## config.mk

```make
export PLATFORM = sky130hd
export DESIGN_NAME = muldiv_unit
export DESIGN_NICKNAME = d
export VERILOG_FILES = /design/src/hdl/muldiv_pkg.sv /design/src/hdl/muldiv_unit.sv /design/src/hdl/muldiv_sequencer.sv /design/src/hdl/int_divider.sv /design/src/hdl/int_multiplier.sv
export SDC_FILE = /design/constraint.sdc
export NUM_CORES = 2
export LEC_CHECK = 0
export ABC_AREA = 1
export BUFFER_PORTS_ARGS = -buffer_cell sky130_fd_sc_hd__buf_2
export CAP_MARGIN = 20
export CORE_ASPECT_RATIO = 1.75
export CORE_MARGIN = 2
export CORE_UTILIZATION = 60
export CTS_CLUSTER_DIAMETER = 40
export DETAILED_ROUTE_END_ITERATION = 8
export PLACE_DENSITY_LB_ADDON = 0.15
export REMOVE_ABC_BUFFERS = 1
export SLEW_MARGIN = 25
export SYNTH_ARGS = -nofsm -noshare
export SYNTH_HDL_FRONTEND = slang
export SYNTH_SLANG_ARGS = --single-unit
```

## constraint.sdc

```tcl
create_clock -name clk -period 54.9 [get_ports clk]
set_input_delay 10.98 -clock clk [delete_from_list [all_inputs] [get_ports clk]]
set_output_delay 10.98 -clock clk [all_outputs]
set_load 0.05 [all_outputs]
```

## src/hdl/muldiv_pkg.sv

```systemverilog
package muldiv_pkg;

	// Operand and result width
	localparam int xlen = 32;

	// Quotient or multiplier bits resolved per cycle
	// xlen must be a multiple of step_bits, step_count relies on it
	localparam int step_bits = 8;

	localparam int step_count = xlen / step_bits;

	// Width of the iteration counters in both units
	localparam int count_bits = $clog2(step_count);

	// Values match funct3 of the M extension
	typedef enum logic [2:0] {
		op_mul    = 3'b000,
		op_mulh   = 3'b001,
		op_mulhsu = 3'b010,
		op_mulhu  = 3'b011,
		op_div    = 3'b100,
		op_divu   = 3'b101,
		op_rem    = 3'b110,
		op_remu   = 3'b111
	} muldiv_op_t;

	// Divide and remainder share funct3[2]
	function automatic logic is_div_op(input muldiv_op_t op);
		return op[2];
	endfunction

endpackage
```

## src/hdl/muldiv_unit.sv

```systemverilog
module muldiv_unit (
	input	logic							clk,
	input	logic							reset,

	input	logic							req_valid,
	output	logic							req_ready,
	input	muldiv_pkg::muldiv_op_t			req_op,
	input	logic	[muldiv_pkg::xlen-1:0]	req_a,
	input	logic	[muldiv_pkg::xlen-1:0]	req_b,

	output	logic							resp_valid,
	input	logic							resp_ready,
	output	logic	[muldiv_pkg::xlen-1:0]	resp_data
);

	import muldiv_pkg::*;

	logic				mul_start;
	logic				div_start;
	logic				mul_done;
	logic				div_done;
	logic	[xlen-1:0]	mul_result;
	logic	[xlen-1:0]	div_result;

	muldiv_sequencer u_sequencer (
		.clk		(clk),
		.reset		(reset),
		.req_valid	(req_valid),
		.req_op		(req_op),
		.req_ready	(req_ready),
		.mul_start	(mul_start),
		.div_start	(div_start),
		.mul_done	(mul_done),
		.div_done	(div_done),
		.mul_result	(mul_result),
		.div_result	(div_result),
		.resp_valid	(resp_valid),
		.resp_ready	(resp_ready),
		.resp_data	(resp_data)
	);

	// Both units see the raw request, only the started one loads it
	int_multiplier u_multiplier (
		.clk	(clk),
		.reset	(reset),
		.start	(mul_start),
		.op		(req_op),
		.a		(req_a),
		.b		(req_b),
		.done	(mul_done),
		.result	(mul_result)
	);

	int_divider u_divider (
		.clk	(clk),
		.reset	(reset),
		.start	(div_start),
		.op		(req_op),
		.a		(req_a),
		.b		(req_b),
		.done	(div_done),
		.result	(div_result)
	);

endmodule

```

## src/hdl/muldiv_sequencer.sv

```systemverilog
module muldiv_sequencer (
	input	logic							clk,
	input	logic							reset,

	input	logic							req_valid,
	input	muldiv_pkg::muldiv_op_t			req_op,
	output	logic							req_ready,

	output	logic							mul_start,
	output	logic							div_start,
	input	logic							mul_done,
	input	logic							div_done,
	input	logic	[muldiv_pkg::xlen-1:0]	mul_result,
	input	logic	[muldiv_pkg::xlen-1:0]	div_result,

	output	logic							resp_valid,
	input	logic							resp_ready,
	output	logic	[muldiv_pkg::xlen-1:0]	resp_data
);

	import muldiv_pkg::*;

	typedef enum logic [1:0] {s_idle, s_busy, s_hold} state_t;

	state_t		state;
	logic		use_div;
	logic		accept;
	logic		unit_done;

	assign req_ready	= (state == s_idle);
	assign accept		= req_valid && req_ready;

	// Unit loads its operands at the accepting edge
	assign div_start	= accept && is_div_op(req_op);
	assign mul_start	= accept && !is_div_op(req_op);

	assign unit_done	= use_div ? div_done : mul_done;
	assign resp_valid	= (state == s_hold);

	always_ff @(posedge clk, posedge reset) begin
		if (reset) begin
			state	<= s_idle;
			use_div	<= 1'b0;
		end else begin
			case (state)
				s_idle: begin
					if (accept) begin
						state	<= s_busy;
						use_div	<= is_div_op(req_op);
					end
				end
				s_busy: begin
					if (unit_done)
						state <= s_hold;
				end
				s_hold: begin
					if (resp_ready)
						state <= s_idle;
				end
				default: begin
					state <= s_idle;
				end
			endcase
		end
	end

	always_ff @(posedge clk) begin
		if (state == s_busy && unit_done)
			resp_data <= use_div ? div_result : mul_result;
	end

	// Only the unit that was started may finish
	other_unit_quiet: assert property (@(posedge clk) disable iff (reset)
		state == s_busy |-> !(use_div ? mul_done : div_done));

	// Units only finish work this block started
	done_only_busy: assert property (@(posedge clk) disable iff (reset)
		(mul_done || div_done) |-> state == s_busy);

	resp_stable: assert property (@(posedge clk) disable iff (reset)
		resp_valid && !resp_ready |=> resp_valid && $stable(resp_data));

endmodule

```

## src/hdl/int_divider.sv

```systemverilog
module int_divider (
	input	logic							clk,
	input	logic							reset,
	input	logic							start,

	input	muldiv_pkg::muldiv_op_t			op,

	input	logic	[muldiv_pkg::xlen-1:0]	a,
	input	logic	[muldiv_pkg::xlen-1:0]	b,

	output	logic							done,
	output	logic	[muldiv_pkg::xlen-1:0]	result
);

	import muldiv_pkg::*;

	typedef enum logic {s_idle, s_calc} state_t;

	state_t						state;
	logic	[count_bits-1:0]	counter;

	// Last started operation, for quotient/remainder reuse
	muldiv_op_t					reg_op;
	logic						saved_valid;
	logic	[xlen-1:0]			prev_a;
	logic	[xlen-1:0]			prev_b;

	logic	[xlen-1:0]			reg_b;
	logic	[xlen-1:0]			reg_res;
	logic	[xlen:0]			reg_rem;
	logic						q_sgn;
	logic						r_sgn;

	logic						a_neg;
	logic						b_neg;
	logic	[xlen-1:0]			mag_a;
	logic	[xlen-1:0]			mag_b;
	logic						reuse;

	logic	[xlen-1:0]			chain_res;
	logic	[xlen-1:0]			chain_b;
	logic	[xlen:0]			acc [0:step_bits];
	logic	[xlen:0]			diff [1:step_bits];
	logic	[step_bits-1:0]		q;

	if (xlen % step_bits != 0) begin : g_width_check
		$fatal(1, "xlen is not a multiple of step_bits");
	end

	// DIV and REM have funct3[0] clear
	assign a_neg	= !op[0] && a[xlen-1];
	assign b_neg	= !op[0] && b[xlen-1];
	assign mag_a	= a_neg ? -a : a;
	assign mag_b	= b_neg ? -b : b;

	assign reuse = saved_valid && prev_a == a && prev_b == b &&
		((reg_op == op_div  && op == op_rem)  ||
		 (reg_op == op_rem  && op == op_div)  ||
		 (reg_op == op_divu && op == op_remu) ||
		 (reg_op == op_remu && op == op_divu));

	always_comb begin
		case (reg_op)
			op_div:		result = q_sgn ? -reg_res : reg_res;
			op_divu:	result = reg_res;
			op_rem:		result = r_sgn ? -reg_rem[xlen-1:0] : reg_rem[xlen-1:0];
			default:	result = reg_rem[xlen-1:0];
		endcase
	end

	// Restoring chain, one quotient bit per trial subtraction
	always_comb begin
		if (start) begin
			chain_res	= mag_a;
			chain_b		= mag_b;
			acc[0]		= '0;
		end else begin
			chain_res	= reg_res;
			chain_b		= reg_b;
			acc[0]		= reg_rem;
		end

		for (int i = 1; i <= step_bits; i++) begin
			diff[i]			= {acc[i-1][xlen-1:0], chain_res[xlen-i]} - {1'b0, chain_b};
			q[step_bits-i]	= !diff[i][xlen];
			acc[i]			= diff[i][xlen] ? {acc[i-1][xlen-1:0], chain_res[xlen-i]} : diff[i];
		end
	end

	always_ff @(posedge clk, posedge reset) begin
		if (reset) begin
			state		<= s_idle;
			counter		<= '0;
			done		<= 1'b0;
			reg_op		<= op_div;
			saved_valid	<= 1'b0;
		end else begin
			done <= 1'b0;
			if (start) begin
				reg_op		<= op;
				saved_valid	<= 1'b1;
				if (reuse) begin
					done	<= 1'b1;
				end else begin
					state	<= s_calc;
					counter	<= count_bits'(1);
				end
			end else if (state == s_calc) begin
				if (counter == count_bits'(step_count - 1)) begin
					state	<= s_idle;
					done	<= 1'b1;
				end else begin
					counter	<= counter + 1'b1;
				end
			end
		end
	end

	always_ff @(posedge clk) begin
		if (start) begin
			prev_a	<= a;
			prev_b	<= b;
		end
		if (start && !reuse) begin
			reg_b	<= mag_b;
			// A zero divisor keeps the quotient positive so it reads all ones
			q_sgn	<= (a_neg ^ b_neg) && (b != '0);
			r_sgn	<= a_neg;
		end
		if ((start && !reuse) || state == s_calc) begin
			reg_res	<= {chain_res[xlen-step_bits-1:0], q};
			reg_rem	<= acc[step_bits];
		end
	end

	start_while_calc: assert property (@(posedge clk) disable iff (reset)
		start |-> state == s_idle);

endmodule

```

## src/hdl/int_multiplier.sv

```systemverilog
module int_multiplier (
	input	logic							clk,
	input	logic							reset,
	input	logic							start,

	input	muldiv_pkg::muldiv_op_t			op,

	input	logic	[muldiv_pkg::xlen-1:0]	a,
	input	logic	[muldiv_pkg::xlen-1:0]	b,

	output	logic							done,
	output	logic	[muldiv_pkg::xlen-1:0]	result
);

	import muldiv_pkg::*;

	typedef enum logic {s_idle, s_calc} state_t;

	state_t						state;
	logic	[count_bits-1:0]	counter;

	muldiv_op_t					reg_op;
	logic						reg_neg;
	logic	[2*xlen-1:0]		mcand;
	logic	[xlen-1:0]			mplier;
	logic	[2*xlen-1:0]		acc;

	logic						a_signed;
	logic						b_signed;
	logic						a_neg;
	logic						b_neg;
	logic	[xlen-1:0]			mag_a;
	logic	[xlen-1:0]			mag_b;

	logic	[2*xlen-1:0]		mcand_in;
	logic	[xlen-1:0]			mplier_in;
	logic	[2*xlen-1:0]		acc_in;
	logic	[2*xlen-1:0]		partial;
	logic	[2*xlen-1:0]		product;

	// MULH treats both operands as signed, MULHSU only a
	assign a_signed	= (op == op_mulh) || (op == op_mulhsu);
	assign b_signed	= (op == op_mulh);
	assign a_neg	= a_signed && a[xlen-1];
	assign b_neg	= b_signed && b[xlen-1];
	assign mag_a	= a_neg ? -a : a;
	assign mag_b	= b_neg ? -b : b;

	// The first step is taken at the start edge straight from the operands
	always_comb begin
		if (start) begin
			mcand_in	= {{xlen{1'b0}}, mag_a};
			mplier_in	= mag_b;
			acc_in		= '0;
		end else begin
			mcand_in	= mcand;
			mplier_in	= mplier;
			acc_in		= acc;
		end

		partial = '0;
		for (int i = 0; i < step_bits; i++) begin
			if (mplier_in[i])
				partial = partial + (mcand_in << i);
		end
	end

	always_ff @(posedge clk, posedge reset) begin
		if (reset) begin
			state	<= s_idle;
			counter	<= '0;
			done	<= 1'b0;
		end else begin
			done <= 1'b0;
			if (start) begin
				state	<= s_calc;
				counter	<= count_bits'(1);
			end else if (state == s_calc) begin
				if (counter == count_bits'(step_count - 1)) begin
					state	<= s_idle;
					done	<= 1'b1;
				end else begin
					counter	<= counter + 1'b1;
				end
			end
		end
	end

	always_ff @(posedge clk) begin
		if (start) begin
			reg_op	<= op;
			reg_neg	<= a_neg ^ b_neg;
		end
		if (start || state == s_calc) begin
			mcand	<= mcand_in << step_bits;
			mplier	<= mplier_in >> step_bits;
			acc		<= acc_in + partial;
		end
	end

	assign product	= reg_neg ? -acc : acc;
	assign result	= (reg_op == op_mul) ? product[xlen-1:0] : product[2*xlen-1:xlen];

	// Sequencer must wait for done before restarting
	start_while_calc: assert property (@(posedge clk) disable iff (reset)
		start |-> state == s_idle);

endmodule

```

==> results of run 1 <==
per-layer routing:
layer	GRT usage	GRT overflow
met4	0.671	1
met1	0.510	0
met3	0.228	0
met2	0.878	2
met5	0.0172	0
cell usage after synthesis, types with 68 or more instances:
cell      count  share of area
nand2_1    2792           0.15
nand3_1     386          0.028
nor2_1     1061          0.057
o211ai_1     69         0.0074
o21bai_1     77         0.0083
inv_1      1724          0.093
a21oi_1    1230          0.088
o21a_1       78         0.0084
a31oi_1     186          0.017
nand4_1      68         0.0061
edfxtp_1    342           0.15
or2_2        69         0.0062
a21boi_0     71         0.0076
clkbuf_1    160         0.0086
xor2_1      364          0.046
o21ai_0     861          0.062
nor3_1      161          0.012
o21ai_1      87         0.0062
xnor2_1     322          0.040
ha_1        739           0.13
cells by family after synthesis:
logic type / Yosys count
compound gates: 2921
xor+xnor: 686
fa+ha+maj: 755
buf+inv: 2000
flops: 357
mux: 41
simple gates: 4671
per-stage QoR:
step	utilization	instance area, µm²
global placement	0.624	72000
detailed placement	0.624	72100
floorplan	-	68600
CTS	0.640	73900
==> results.toml, run 1 <==
[global_routing]
track_usage = 0.563
grt_pass1_vias = 85076
grt_pass1_wl_um = 506000
grt.overflow.total = 3
grt_max_degree = 105

[clocking]
clock-root-buffer = "clkbuf_16"
postCtsHoldBufs = 0
post_cts_resized = 0
htree_levels = 2
postCtsSetupRepairBufs = 0
numCtsBuffers = 53
ctsLongestPathBuffers = 3
clock-sinks = 357

[run_status]
status = "stopped before the end"
lastStage = "5_1_grt"
error = "[ERROR GRT-0116] Global routing finished with congestion. Check the congestion regions in the DRC Viewer."

[die]
rows = 165
io_pins = 105
die_x_um = 262
initial_core_util = 0.604
die_height_um = 455

[yosys]
netlist_area_mm2 = 0.0697
synth_seq_cells = 357
muxShareOfSynthArea = 0.00589
yosysSeqAreaShare = 0.153
syn_inst = 11431
synth_top_family_by_area = "simple AND/OR/NAND/NOR gates"
synth_edf_count = 342
yosys_most_used_dff = "edfxtp_1"
synth_warnings = 0
async_reset_ff_frac = 0.0420
avgSynthCellArea_um2 = 6.10
synth_xor_area_frac = 0.0862
yosys.area_share.simple = 0.273
synth_compound_area_frac = 0.235
synth_cell_types = 71
synthAdderAreaFrac = 0.137

[place]
dp_hpwl_um = 252000
io_buffer_count = 104
gp_congestion = 1.16
dp_cells = 12910
preCtsSetupSlack_ns = 15.79
==> run 2: changes to the inputs <==
CORE_ASPECT_RATIO = not set   (was 1.75)
CORE_UTILIZATION = 40   (was 60)
CTS_CLUSTER_DIAMETER = not set   (was 40)
==> run 2 against run 1 <==
  * The run now ends clean
  * Synthesized cell count stayed put
  * Area after synthesis unchanged
==> results.toml, run 2 <==
[run_status]
status = "finished, final reports clean"

[setup_path]
crit_family = "simple AND/OR/NAND/NOR gates"
max_stage_delay_ns = 0.63
crit_type = "in -> reg"
arrival_ns = 38.28
required_ns = 55.31
cp-end-kind = "register"
cp_common_cell = "nand2_1"
path_buf_inv = 15
crit_slowest_cell = "nand3_2"
worst-path-max-fanout = 59
crit_path_start_kind = "input port"

[drt]
viasPerCell = 5.65
post_drt_wl_per_cell_um = 21.6
drt_iter0_drc = 6842
via_count = 78029
wl_um = 298000
firstDrtPassIters = 6
drtAntennaViolNets = 0
route.detailed.drc = 0

[clocking]
ctsLongestPathBuffers = 3
postCtsSetupRepairBufs = 0
clock_latency_ns = 0.68
htree_levels = 2
tritoncts = "yes"
clkSlewWorstSetupHoldPaths_ns = 0.06
postCtsHoldBufs = 0
numCtsBuffers = 49
clock-sinks = 357
clock-root-buffer = "clkbuf_16"
post_cts_resized = 0

[global_routing]
track_usage = 0.323
grt_pass1_vias = 72603
grt.overflow.total = 0
grt_pass1_wl_um = 443000
grt_max_degree = 129
antenna_found_initial = 11

[place]
gp_congestion = 1.02
io_buffer_count = 104
preCtsSetupSlack_ns = 16.70
dp_cells = 13706
dp_hpwl_um = 246000

[yosys]
synth_warnings = 0
synth_top_area_frac = 0.150
yosys.area.top_type = "nand2_1"
synth_seq_cells = 357
async_reset_ff_frac = 0.0420
yosys_most_used_dff = "edfxtp_1"
synth.most_common_cell = "nand2_1"
avgSynthCellArea_um2 = 6.10
netlist_area_mm2 = 0.0697
syn_inst = 11431
yosysSeqAreaShare = 0.153
synth_cell_types = 71
synth_common_cells = "nand2_1, inv_1, a21oi_1"
synth_area_leaders = "nand2_1, edfxtp_1, ha_1"
synth_edf_count = 342

[die]
die_height_um = 421
dieArea_mm2 = 0.178
initial_core_util = 0.402
core-area_mm2 = 0.173
io_pins = 105
die_x_um = 421
rows = 153

[timing]
timing.final.ws_setup_ns = 17.03
skew_ns = 0.0458
layout_min_cycle_time_ns = 37.87
slew_violations = 0
period_share = 0.690
worst_pin_slew_ns = 1.30
fmax_ghz = 0.0264
setup_violations = 0
rsz0062_at_grt = "false"
fin_tns_setup_ns = 0
slew_headroom = 0.124
final_hold_viol_count = 0

[layout]
final_cells = 13806
final_common_cell = "nand2_1"
utilization = 0.430
syn2layout_area_growth_pct = 7.11
largest_reg_flops = 64
top_regs = "u_multiplier.acc: 64 flops, u_multiplier.mcand: 56 flops"
top_register = "u_multiplier.acc"
nFillCells = 18944
drive_gt1_frac = 0.0417
final_cell_mix = "nand2_1, inv_1, a21oi_1, nor2_1, o21ai_0"
nets = 12262

[hold_path]
min_path_type = "reg -> reg"

[flow_run]
drv_cap = 0
run 2: cell counts after synthesis:
Identical to the previous run, type by type.
run 2: metrics by stage:
step	cell area [µm²]	hold slack, ns
2_1_floorplan	68600	0.440
3_5_place_dp	72900	0.457
3_3_place_gp	72900	0.453
4_1_cts	74600	0.471
6_report	74700	0.475
5_1_grt	74700	0.484
run 2: kinds of logic (layout without fill, tap and decap cells):
family                   after synthesis  count (layout)  share of synthesized area
flip-flops                           357             357                      0.153
buffers and inverters               2000            2046                      0.110
adder cells (fa/ha/maj)              755             755                      0.137
AO/OA/AOI/OAI                       2921            2921                      0.235
multiplexers                          41              41                    0.00589
XOR/XNOR                             686             686                     0.0862
other                                  0               4                          0
AND/OR/NAND/NOR                     4671            4671                      0.273
run 2: layer usage:
| layer | track usage | share of wire | routed length (µm) |
|---|---|---|---|
| met1 | 0.398 | 0.41 | 122000 |
| met2 | 0.549 | 0.46 | 139000 |
| met3 | 0.0348 | 0.062 | 18400 |
| met4 | 0.175 | 0.064 | 19000 |
| met5 | 0 | 0.00023 | 70 |
run 2: final cells by class:
class                           instances  area [µm²]  share of cell area
Timing Repair Buffer                  206        1320              0.0177
Clock buffer                           61        1320              0.0177
Sequential cell                       357       10600               0.143
Antenna cell                            4        10.0            0.000134
Multi-Input combinational cell       9074       51500               0.690
Tap cell                             2325        2910              0.0390
Clock inverter                         31         389             0.00521
Inverter                             1748        6570              0.0880
run 2: final timing paths:
path / from / end / slack [ns] / cells after the start
max: req_b[0] / u_divider.reg_rem[0] / 17.03 / 156
min: u_divider.saved_valid / u_divider.saved_valid / 0.48 / 1
max reg2reg: u_sequencer.state[0] / u_divider.reg_rem[0] / 28.29 / 144
min reg2reg: u_divider.saved_valid / u_divider.saved_valid / 0.48 / 1
max in group asynchronous: reset / u_divider.reg_op[0] / 43.96 / 2
min in group asynchronous: reset / u_sequencer.state[1] / 10.45 / 2
run 2: worst reg2reg max path, delay by kind of cell, from the launching register on:
| family | cells | cell delay (ns) |
|---|---|---|
| buffers and inverters | 15 | 4.16 |
| DFF | 1 | 0.42 |
| adders and majority gates | 8 | 3.09 |
| muxes | 1 | 0.39 |
| and+or+nand+nor | 80 | 9.80 |
| AOI/OAI and AO/OA | 40 | 8.50 |
Power of run 2 is left out: the tool's default activity adds up to more than one toggle a clock period on the data nets, which glitch-free logic cannot reach.
